`config.mk`:
```
export PLATFORM = sky130hd
export DESIGN_NAME = cnn_top
export DESIGN_NICKNAME = d
export VERILOG_FILES = /design/src/cnn_pkg.sv /design/src/mem_port_if.sv /design/src/cnn_top.sv /design/src/conv_engine.sv /design/src/feature_mem.sv /design/src/host_link.sv /design/src/maxpool_unit.sv /design/src/uart_rx.sv /design/src/uart_tx.sv
export SDC_FILE = /design/constraint.sdc
export NUM_CORES = 2
export LEC_CHECK = 0
export ABC_CLOCK_PERIOD_IN_PS = 23500
export BUFFER_PORTS_ARGS = -buffer_cell sky130_fd_sc_hd__buf_2
export CAP_MARGIN = 25
export CORE_MARGIN = 2
export CORE_UTILIZATION = 40
export CTS_CLUSTER_SIZE = 14
export DETAILED_ROUTE_END_ITERATION = 7
export GPL_TIMING_DRIVEN = 0
export SYNTH_ARGS = -nofsm -noshare
export SYNTH_HDL_FRONTEND = slang
export SYNTH_SLANG_ARGS = --single-unit
```
`constraint.sdc`:
```
create_clock -name clk -period 23.5 [get_ports clk]
set_clock_uncertainty 0.2 [all_clocks]
set_input_delay 1.175 -clock clk [delete_from_list [all_inputs] [get_ports clk]]
set_output_delay 1.175 -clock clk [all_outputs]
set_load 0.005 [all_outputs]
```
`src/cnn_pkg.sv`:
```
`default_nettype none

package cnn_pkg;

    typedef logic [7:0]         pixel_t;
    typedef logic signed [7:0]  weight_t;
    typedef logic signed [23:0] acc_t;
    typedef logic [7:0]         addr_t;
    typedef logic [7:0]         byte_t;

    // Sequencer state, also shown on the LEDs
    typedef enum logic [1:0] {
        PH_IDLE,
        PH_LOAD,
        PH_COMPUTE,
        PH_SEND
    } phase_e;

    // ASCII L and C
    typedef enum logic [7:0] {
        CMD_LOAD    = 8'h4C,
        CMD_COMPUTE = 8'h43
    } cmd_e;

    localparam int IMG_DIM  = 12;
    localparam int KER_DIM  = 5;
    localparam int CONV_DIM = 8;
    localparam int POOL_DIM = 4;
    localparam int KER_TAPS = 25;

    // Feature memory map
    localparam addr_t IMG_BASE     = 8'd0;
    localparam addr_t KERNEL_BASE  = 8'd144;
    localparam addr_t BIAS_ADDR    = 8'd169;
    localparam addr_t RESULT_BASE  = 8'd170;
    localparam int    MEM_DEPTH    = 186;
    localparam addr_t LOAD_BYTES   = 8'd170;
    localparam addr_t RESULT_BYTES = 8'd16;

    localparam int CLKS_PER_BIT = 16;

    typedef logic [$clog2(CLKS_PER_BIT)-1:0] baud_cnt_t;

    localparam baud_cnt_t BIT_END      = baud_cnt_t'(CLKS_PER_BIT - 1);
    localparam baud_cnt_t HALF_BIT_END = baud_cnt_t'(CLKS_PER_BIT / 2 - 1);

endpackage

`default_nettype wire

```
`src/mem_port_if.sv`:
```
`default_nettype none

interface mem_port_if;

    cnn_pkg::addr_t addr;
    logic           wr_en;
    cnn_pkg::byte_t wdata;
    cnn_pkg::byte_t rdata;

    modport requester (
        output addr,
        output wr_en,
        output wdata,
        input  rdata
    );

    modport memory (
        input  addr,
        input  wr_en,
        input  wdata,
        output rdata
    );

endinterface

`default_nettype wire

```
`src/cnn_top.sv`:
```
`default_nettype none

module cnn_top (
    input  logic            clk,
    input  logic            reset,
    input  logic            rx,
    output logic            tx,
    output cnn_pkg::phase_e state_led
);

    cnn_pkg::byte_t  rx_byte;
    logic            rx_valid;
    cnn_pkg::byte_t  tx_byte;
    logic            tx_start;
    logic            tx_busy;
    logic            conv_start;
    logic            conv_valid;
    cnn_pkg::pixel_t conv_value;
    logic            pool_done;

    mem_port_if host_port ();
    mem_port_if conv_port ();
    mem_port_if pool_port ();

    uart_rx u_uart_rx (
        .clk      (clk),
        .reset    (reset),
        .rx       (rx),
        .rx_byte  (rx_byte),
        .rx_valid (rx_valid)
    );

    uart_tx u_uart_tx (
        .clk      (clk),
        .reset    (reset),
        .tx_byte  (tx_byte),
        .tx_start (tx_start),
        .tx       (tx),
        .tx_busy  (tx_busy)
    );

    feature_mem u_feature_mem (
        .clk       (clk),
        .host_port (host_port),
        .conv_port (conv_port),
        .pool_port (pool_port)
    );

    conv_engine u_conv_engine (
        .clk        (clk),
        .reset      (reset),
        .start      (conv_start),
        .mem        (conv_port),
        .conv_valid (conv_valid),
        .conv_value (conv_value)
    );

    maxpool_unit u_maxpool_unit (
        .clk        (clk),
        .reset      (reset),
        .conv_valid (conv_valid),
        .conv_value (conv_value),
        .mem        (pool_port),
        .pool_done  (pool_done)
    );

    host_link u_host_link (
        .clk       (clk),
        .reset     (reset),
        .rx_byte   (rx_byte),
        .rx_valid  (rx_valid),
        .tx_busy   (tx_busy),
        .pool_done (pool_done),
        .mem       (host_port),
        .tx_byte   (tx_byte),
        .tx_start  (tx_start),
        .start     (conv_start),
        .phase     (state_led)
    );

endmodule

`default_nettype wire

```
`src/conv_engine.sv`:
```
`default_nettype none

module conv_engine (
    input  logic            clk,
    input  logic            reset,
    input  logic            start,
    mem_port_if.requester   mem,
    output logic            conv_valid,
    output cnn_pkg::pixel_t conv_value
);

    typedef enum logic [1:0] {
        CV_IDLE,
        CV_KERNEL,
        CV_IMAGE
    } conv_state_e;

    conv_state_e        state;
    logic [4:0]         tap;
    logic [2:0]         kx;
    logic [2:0]         ky;
    logic [2:0]         ox;
    logic [2:0]         oy;
    logic               last_tap;
    cnn_pkg::weight_t   kernel [cnn_pkg::KER_TAPS];
    cnn_pkg::weight_t   bias;
    logic               kernel_rd_d;
    logic               image_rd_d;
    logic [4:0]         tap_d;
    logic               first_d;
    logic               last_d;
    logic signed [16:0] product;
    cnn_pkg::acc_t      acc;
    cnn_pkg::acc_t      biased;
    logic               acc_done;
    cnn_pkg::pixel_t    clipped;

    assign last_tap = (kx == 3'(cnn_pkg::KER_DIM - 1)) && (ky == 3'(cnn_pkg::KER_DIM - 1));

    // Kernel taps then bias, afterwards the image window
    always_comb begin
        if (state == CV_KERNEL) begin
            mem.addr = (tap == 5'(cnn_pkg::KER_TAPS)) ? cnn_pkg::BIAS_ADDR
                     : cnn_pkg::KERNEL_BASE + cnn_pkg::addr_t'(tap);
        end else begin
            mem.addr = cnn_pkg::IMG_BASE
                     + cnn_pkg::addr_t'((oy + ky) * cnn_pkg::IMG_DIM + ox + kx);
        end
    end

    assign mem.wr_en = 1'b0;
    assign mem.wdata = '0;

    always_ff @(posedge clk or posedge reset) begin
        if (reset) begin
            state <= CV_IDLE;
            tap   <= '0;
            kx    <= '0;
            ky    <= '0;
            ox    <= '0;
            oy    <= '0;
        end else begin
            case (state)
                CV_IDLE: begin
                    tap <= '0;
                    if (start) begin
                        state <= CV_KERNEL;
                    end
                end
                CV_KERNEL: begin
                    if (tap == 5'(cnn_pkg::KER_TAPS)) begin
                        tap   <= '0;
                        kx    <= '0;
                        ky    <= '0;
                        ox    <= '0;
                        oy    <= '0;
                        state <= CV_IMAGE;
                    end else begin
                        tap <= tap + 1'b1;
                    end
                end
                CV_IMAGE: begin
                    tap <= tap + 1'b1;
                    if (kx == 3'(cnn_pkg::KER_DIM - 1)) begin
                        kx <= '0;
                        ky <= ky + 1'b1;
                    end else begin
                        kx <= kx + 1'b1;
                    end
                    // Next output position in raster order
                    if (last_tap) begin
                        tap <= '0;
                        ky  <= '0;
                        if (ox == 3'(cnn_pkg::CONV_DIM - 1)) begin
                            ox <= '0;
                            oy <= oy + 1'b1;
                            if (oy == 3'(cnn_pkg::CONV_DIM - 1)) begin
                                state <= CV_IDLE;
                            end
                        end else begin
                            ox <= ox + 1'b1;
                        end
                    end
                end
                default: state <= CV_IDLE;
            endcase
        end
    end

    always_ff @(posedge clk or posedge reset) begin
        if (reset) begin
            kernel_rd_d <= 1'b0;
            image_rd_d  <= 1'b0;
            acc_done    <= 1'b0;
            conv_valid  <= 1'b0;
        end else begin
            kernel_rd_d <= (state == CV_KERNEL);
            image_rd_d  <= (state == CV_IMAGE);
            acc_done    <= image_rd_d && last_d;
            conv_valid  <= acc_done;
        end
    end

    // Pixel is unsigned, so it gets a zero sign bit
    assign product = $signed({1'b0, mem.rdata}) * kernel[tap_d];

    assign biased = acc + cnn_pkg::acc_t'(bias);

    always_comb begin
        if (biased[23]) begin
            clipped = '0;
        end else if (|biased[22:8]) begin
            clipped = 8'hFF;
        end else begin
            clipped = biased[7:0];
        end
    end

    // First tap restarts the sum, so outputs can overlap in the pipe
    always_ff @(posedge clk) begin
        tap_d   <= tap;
        first_d <= (tap == '0);
        last_d  <= last_tap;
        if (kernel_rd_d) begin
            if (tap_d == 5'(cnn_pkg::KER_TAPS)) begin
                bias <= mem.rdata;
            end else begin
                kernel[tap_d] <= mem.rdata;
            end
        end
        if (image_rd_d) begin
            acc <= first_d ? cnn_pkg::acc_t'(product) : acc + cnn_pkg::acc_t'(product);
        end
        if (acc_done) begin
            conv_value <= clipped;
        end
    end

endmodule

`default_nettype wire

```
`src/feature_mem.sv`:
```
`default_nettype none

module feature_mem (
    input  logic       clk,
    mem_port_if.memory host_port,
    mem_port_if.memory conv_port,
    mem_port_if.memory pool_port
);

    cnn_pkg::byte_t mem [cnn_pkg::MEM_DEPTH];

    // Host and pool ports are never active in the same phase
    always_ff @(posedge clk) begin
        if (host_port.wr_en) begin
            mem[host_port.addr] <= host_port.wdata;
        end
        if (pool_port.wr_en) begin
            mem[pool_port.addr] <= pool_port.wdata;
        end
        host_port.rdata <= mem[host_port.addr];
        conv_port.rdata <= mem[conv_port.addr];
    end

    // Write-only port
    assign pool_port.rdata = '0;

endmodule

`default_nettype wire

```
`src/host_link.sv`:
```
`default_nettype none

module host_link (
    input  logic            clk,
    input  logic            reset,
    input  cnn_pkg::byte_t  rx_byte,
    input  logic            rx_valid,
    input  logic            tx_busy,
    input  logic            pool_done,
    mem_port_if.requester   mem,
    output cnn_pkg::byte_t  tx_byte,
    output logic            tx_start,
    output logic            start,
    output cnn_pkg::phase_e phase
);

    // Byte count for both load and send
    cnn_pkg::addr_t cnt;
    logic           rdata_ok;

    assign start = (phase == cnn_pkg::PH_IDLE) && rx_valid
                   && (rx_byte == cnn_pkg::CMD_COMPUTE);

    assign mem.addr  = (phase == cnn_pkg::PH_SEND) ? cnn_pkg::RESULT_BASE + cnt : cnt;
    assign mem.wr_en = (phase == cnn_pkg::PH_LOAD) && rx_valid;
    assign mem.wdata = rx_byte;

    assign tx_byte  = mem.rdata;
    assign tx_start = (phase == cnn_pkg::PH_SEND) && rdata_ok && !tx_busy
                      && (cnt != cnn_pkg::RESULT_BYTES);

    always_ff @(posedge clk or posedge reset) begin
        if (reset) begin
            phase    <= cnn_pkg::PH_IDLE;
            cnt      <= '0;
            rdata_ok <= 1'b0;
        end else begin
            // rdata follows the address one cycle later
            rdata_ok <= (phase == cnn_pkg::PH_SEND) && !tx_start;
            case (phase)
                cnn_pkg::PH_IDLE: begin
                    cnt <= '0;
                    if (rx_valid) begin
                        if (rx_byte == cnn_pkg::CMD_LOAD) begin
                            phase <= cnn_pkg::PH_LOAD;
                        end else if (rx_byte == cnn_pkg::CMD_COMPUTE) begin
                            phase <= cnn_pkg::PH_COMPUTE;
                        end
                    end
                end
                cnn_pkg::PH_LOAD: begin
                    if (rx_valid) begin
                        cnt <= cnt + 1'b1;
                        if (cnt == cnn_pkg::LOAD_BYTES - 8'd1) begin
                            phase <= cnn_pkg::PH_IDLE;
                        end
                    end
                end
                cnn_pkg::PH_COMPUTE: begin
                    if (pool_done) begin
                        phase <= cnn_pkg::PH_SEND;
                    end
                end
                cnn_pkg::PH_SEND: begin
                    if (tx_start) begin
                        cnt <= cnt + 1'b1;
                    end
                    // Wait out the last stop bit
                    if (cnt == cnn_pkg::RESULT_BYTES && !tx_busy) begin
                        phase <= cnn_pkg::PH_IDLE;
                    end
                end
                default: phase <= cnn_pkg::PH_IDLE;
            endcase
        end
    end

endmodule

`default_nettype wire

```
`src/maxpool_unit.sv`:
```
`default_nettype none

module maxpool_unit (
    input  logic            clk,
    input  logic            reset,
    input  logic            conv_valid,
    input  cnn_pkg::pixel_t conv_value,
    mem_port_if.requester   mem,
    output logic            pool_done
);

    logic [2:0]      row;
    logic [2:0]      col;
    logic            pair_end;
    cnn_pkg::pixel_t pair_first;
    cnn_pkg::pixel_t pair_max;
    cnn_pkg::pixel_t pool_max;
    cnn_pkg::pixel_t line_buf [cnn_pkg::POOL_DIM];

    assign pair_end = conv_valid && col[0];
    assign pair_max = (conv_value > pair_first) ? conv_value : pair_first;
    assign pool_max = (pair_max > line_buf[col[2:1]]) ? pair_max : line_buf[col[2:1]];

    // Odd row closes a 2x2 block
    assign mem.wr_en = pair_end && row[0];
    assign mem.wdata = pool_max;
    assign mem.addr  = cnn_pkg::RESULT_BASE
                     + cnn_pkg::addr_t'(row[2:1] * cnn_pkg::POOL_DIM + col[2:1]);

    always_ff @(posedge clk or posedge reset) begin
        if (reset) begin
            row       <= '0;
            col       <= '0;
            pool_done <= 1'b0;
        end else begin
            pool_done <= mem.wr_en && (row == 3'(cnn_pkg::CONV_DIM - 1))
                         && (col == 3'(cnn_pkg::CONV_DIM - 1));
            if (conv_valid) begin
                if (col == 3'(cnn_pkg::CONV_DIM - 1)) begin
                    col <= '0;
                    // Wraps after the last row, ready for the next map
                    row <= (row == 3'(cnn_pkg::CONV_DIM - 1)) ? '0 : row + 1'b1;
                end else begin
                    col <= col + 1'b1;
                end
            end
        end
    end

    always_ff @(posedge clk) begin
        if (conv_valid && !col[0]) begin
            pair_first <= conv_value;
        end
        if (pair_end && !row[0]) begin
            line_buf[col[2:1]] <= pair_max;
        end
    end

endmodule

`default_nettype wire

```
`src/uart_rx.sv`:
```
`default_nettype none

module uart_rx (
    input  logic           clk,
    input  logic           reset,
    input  logic           rx,
    output cnn_pkg::byte_t rx_byte,
    output logic           rx_valid
);

    typedef enum logic [1:0] {
        RX_IDLE,
        RX_START,
        RX_DATA,
        RX_STOP
    } rx_state_e;

    rx_state_e          state;
    cnn_pkg::baud_cnt_t clk_cnt;
    logic [2:0]         bit_idx;
    logic               rx_meta;
    logic               rx_sync;
    logic               sample_data;

    // Two-flop synchronizer, line idles high
    always_ff @(posedge clk or posedge reset) begin
        if (reset) begin
            rx_meta <= 1'b1;
            rx_sync <= 1'b1;
        end else begin
            rx_meta <= rx;
            rx_sync <= rx_meta;
        end
    end

    assign sample_data = (state == RX_DATA) && (clk_cnt == cnn_pkg::BIT_END);

    always_ff @(posedge clk or posedge reset) begin
        if (reset) begin
            state    <= RX_IDLE;
            clk_cnt  <= '0;
            bit_idx  <= '0;
            rx_valid <= 1'b0;
        end else begin
            rx_valid <= 1'b0;
            case (state)
                RX_IDLE: begin
                    clk_cnt <= '0;
                    bit_idx <= '0;
                    if (!rx_sync) begin
                        state <= RX_START;
                    end
                end
                RX_START: begin
                    if (clk_cnt == cnn_pkg::HALF_BIT_END) begin
                        clk_cnt <= '0;
                        // Line back high at mid start bit, treat as a glitch
                        state   <= rx_sync ? RX_IDLE : RX_DATA;
                    end else begin
                        clk_cnt <= clk_cnt + 1'b1;
                    end
                end
                RX_DATA: begin
                    if (clk_cnt == cnn_pkg::BIT_END) begin
                        clk_cnt <= '0;
                        bit_idx <= bit_idx + 1'b1;
                        if (bit_idx == 3'd7) begin
                            state <= RX_STOP;
                        end
                    end else begin
                        clk_cnt <= clk_cnt + 1'b1;
                    end
                end
                RX_STOP: begin
                    if (clk_cnt == cnn_pkg::BIT_END) begin
                        // Framing error drops the byte
                        rx_valid <= rx_sync;
                        state    <= RX_IDLE;
                    end else begin
                        clk_cnt <= clk_cnt + 1'b1;
                    end
                end
                default: state <= RX_IDLE;
            endcase
        end
    end

    // LSB arrives first
    always_ff @(posedge clk) begin
        if (sample_data) begin
            rx_byte <= {rx_sync, rx_byte[7:1]};
        end
    end

endmodule

`default_nettype wire

```
`src/uart_tx.sv`:
```
`default_nettype none

module uart_tx (
    input  logic           clk,
    input  logic           reset,
    input  cnn_pkg::byte_t tx_byte,
    input  logic           tx_start,
    output logic           tx,
    output logic           tx_busy
);

    logic [9:0]         shift_reg;
    logic [3:0]         bit_cnt;
    cnn_pkg::baud_cnt_t clk_cnt;

    // Frame is start bit, 8 data bits LSB first, stop bit
    always_ff @(posedge clk) begin
        if (tx_start && !tx_busy) begin
            shift_reg <= {1'b1, tx_byte, 1'b0};
        end else if (tx_busy && clk_cnt == cnn_pkg::BIT_END) begin
            shift_reg <= {1'b1, shift_reg[9:1]};
        end
    end

    always_ff @(posedge clk or posedge reset) begin
        if (reset) begin
            tx_busy <= 1'b0;
            clk_cnt <= '0;
            bit_cnt <= '0;
        end else if (!tx_busy) begin
            clk_cnt <= '0;
            bit_cnt <= '0;
            tx_busy <= tx_start;
        end else if (clk_cnt == cnn_pkg::BIT_END) begin
            clk_cnt <= '0;
            bit_cnt <= bit_cnt + 1'b1;
            // End of stop bit
            if (bit_cnt == 4'd9) begin
                tx_busy <= 1'b0;
            end
        end else begin
            clk_cnt <= clk_cnt + 1'b1;
        end
    end

    assign tx = tx_busy ? shift_reg[0] : 1'b1;

endmodule

`default_nettype wire
```
==> metrics.cfg <==
[final_layout]
syn_to_final_growth_pct = 15.3
final_core_util = 0.464
regMostFlops = u_feature_mem.mem
final_cell_area_um2 = 110000
drive_above_1_share = 0.178
largest_reg_flops = 1488
final_common_cell = edfxtp_1
nNetsFinal = 7740
mostFrequentLayoutCells = edfxtp_1 (1,784), nand2_1 (1,027), mux4_2 (504), nor2_1 (347), mux2i_1 (341)

[status]
violations = design-rule violations
status = finished, violations left

[power_and_ir_drop]
power.density_nw_per_um2 = 170
leakagePower_uw = 0.0386
ir_drop_uv = 573

[detailed_routing]
remaining_drc_errors = 4
routed_via_density = 6.89
wl_per_cell_um = 41.1
drt_pass1_iterations = 8
finalWirelength_mm = 449
drt_iter0_drc = 14015
vias = 75187
ant_nets = 0

[place]
place_congestion = 1.07
place_area_um2 = 103000
dp_hpwl_mm = 328
dp_slack_ns = 13.20
portBuffers = 5

[worst_hold_path]
holdPathStages = 0
hold_class = flip-flop to flip-flop

[clocking]
cts_tree = done
cts_buffers = 205
cts_root_buf = clkbuf_16
htreeDepth = 4
cts-resized-gates = 0
clock_path_buffers = 3
clk_pin_slew_ns = 0.06
worst_skew_pair.late_latency_ns = 0.92
cts.sinks = 1870

[die]
core_area_um2 = 238000
die_h_um = 493
initial_utilization = 0.402
die-width_um = 493
ios = 6
dieArea_um2 = 243000
row_count = 179

[logic_synthesis]
avgSynthCellArea_um2 = 13.5
synth_area_um2 = 95500
synthFlopType = edfxtp_1
ys_ff_latch = 1870
synth-seq-area-share = 0.582
ys_warn_count = 0
synth_edf_count = 1784
synth_cell_types = 87
syn_nets = 7290
async_flop_share = 0.0332
synth_cells = 7094

[setup_path]
cp.arrival_ns = 10.73
r2r_cells = 32
worstPathRequired_ns = 23.93
crit_fanout = 10
worstSetupPathType = flip-flop to flip-flop
slowest_stage = clkbuf_1
end_kind = flip-flop
path_common_cell = inv_1
max_stage_delay_ns = 0.70
cp-start-kind = flip-flop

[timing]
timing.setup.tns_ns = 0
fin_crit_sh = 0.438
setup_viol = 0
final_hold_viol_count = 0
tightest_slew_ns = 1.46
fin_crit_ns = 10.30
fin_hold_ws_ns = 0.156
slew_viol_final = 0
max_freq_mhz = 97.1
rsz0062_at_grt = false
worst_slack_ns = 13.20
max-slew-margin-rel = 0.0160

[global_routing]
antenna_found_initial = 50
use_met2 = 0.502
grt_first_pass_wirelength_mm = 596
met3_usage = 0.144
grt_pass1_vias = 69643
grtUsageMet1 = 0.454
grt_overflow = 0
grt_max_degree = 54
track_usage = 0.361
grt_busiest_layer = met2

[job]
maxCapViolCount = 0

-- where the power goes --
group / internal, uW / switching [uW]
registers: 3890 / 85.8
clock network: 1870 / 1470
logic: 3950 / 7440
total: 9710 / 9000
-- final cells by class --
| type | instances | area, um^2 |
|---|---|---|
| multi-input combinational | 4503 | 36900 |
| clock buffer | 251 | 5360 |
| timing repair buffer | 243 | 3660 |
| inverter | 167 | 629 |
| clock inverter | 128 | 1400 |
| fill | 21019 | 127000 |
| buffer | 554 | 2530 |
| sequential | 1870 | 55600 |
| antenna | 35 | 87.6 |
| tap | 3167 | 3960 |
-- critical path: cells and delay by family (launching register included) --
kind            cells  cell delay (ns)
fa+ha+maj           6             2.74
compound gates     10             2.45
buf+inv             9             2.39
xor+xnor            2             0.74
simple gates        4             0.71
mux                 1             0.44
flops               1             0.31
-- Yosys cell counts (all sizes together), types with 26 or more instances --
library cell  instances  area, um^2
fa                   43         861
o22ai                26         163
nand2              1027        3850
a31oi                48         300
o21ai               266        1340
nor2                349        1320
nor3                 36         180
mux4                504       11400
a311oi               34         298
o211a               117        1170
nor4                 35         225
nor2b                63         394
a211oi              111         833
edfxtp             1784       53600
a32oi                40         350
xor2                 29         254
nand3               294        1470
a22oi                40         300
mux2                 50         563
nand4                28         175
inv                 167         627
mux2i               343        3440
xnor2                36         323
dfrtp                60        1500
ha                  150        1880
nand2b               27         169
a221oi               51         447
a211o                34         298
clkbuf              291        1090
a2111oi              95         851
buf                 263        1360
a21oi               299        1500
and3                 29         181
a21o                 76         571
-- logic make-up after synthesis --
kind of cell	after synthesis	share of synthesized area
AO/OA/AOI/OAI	1374	0.100
buffers and inverters	721	0.0323
AND/OR/NAND/NOR	1974	0.0899
XOR/XNOR	65	0.00604
flip-flops	1870	0.582
adder cells (fa/ha/maj)	193	0.0287
multiplexers	897	0.161
-- stage by stage --
step                      cells  power (uW)
final                     10918       18700
after CTS                 10856       18200
after floorplan            7094       11100
after detailed placement  10476       14900
after global placement    10266       14600
after global routing      10887       19400
-- worst paths after layout --
check / to / start / slack, ns
worst min-delay path: u_uart_rx.rx_sync$_DFF_PP1_ / u_uart_rx.rx_meta$_DFF_PP1_ / 0.16
min in group asynchronous: u_uart_rx.clk_cnt[0]$_DFFE_PP0P_ / reset / 0.53
max in group asynchronous: u_conv_engine.kernel_rd_d$_DFF_PP0_ / reset / 21.94
worst max-delay path: u_conv_engine.acc[23]$_DFFE_PP_ / u_conv_engine.tap_d[1]$_DFF_P_ / 13.20
worst max register to register: u_conv_engine.acc[23]$_DFFE_PP_ / u_conv_engine.tap_d[1]$_DFF_P_ / 13.20
worst min register to register: u_uart_rx.rx_sync$_DFF_PP1_ / u_uart_rx.rx_meta$_DFF_PP1_ / 0.16
-- metal layers --
layer,part of all wire,vias to the layer above
met2,0.41,6804
li1,-,28691
met4,0.089,38
met5,0.00056,-
met1,0.35,37984
met3,0.15,1670
-- repair_timing --
action,4_1_cts,5_1_grt
hold buffers,1,0
hold endpoints to repair,7,0
buffers inserted,0,0
(Power assumes the default switching activity.)
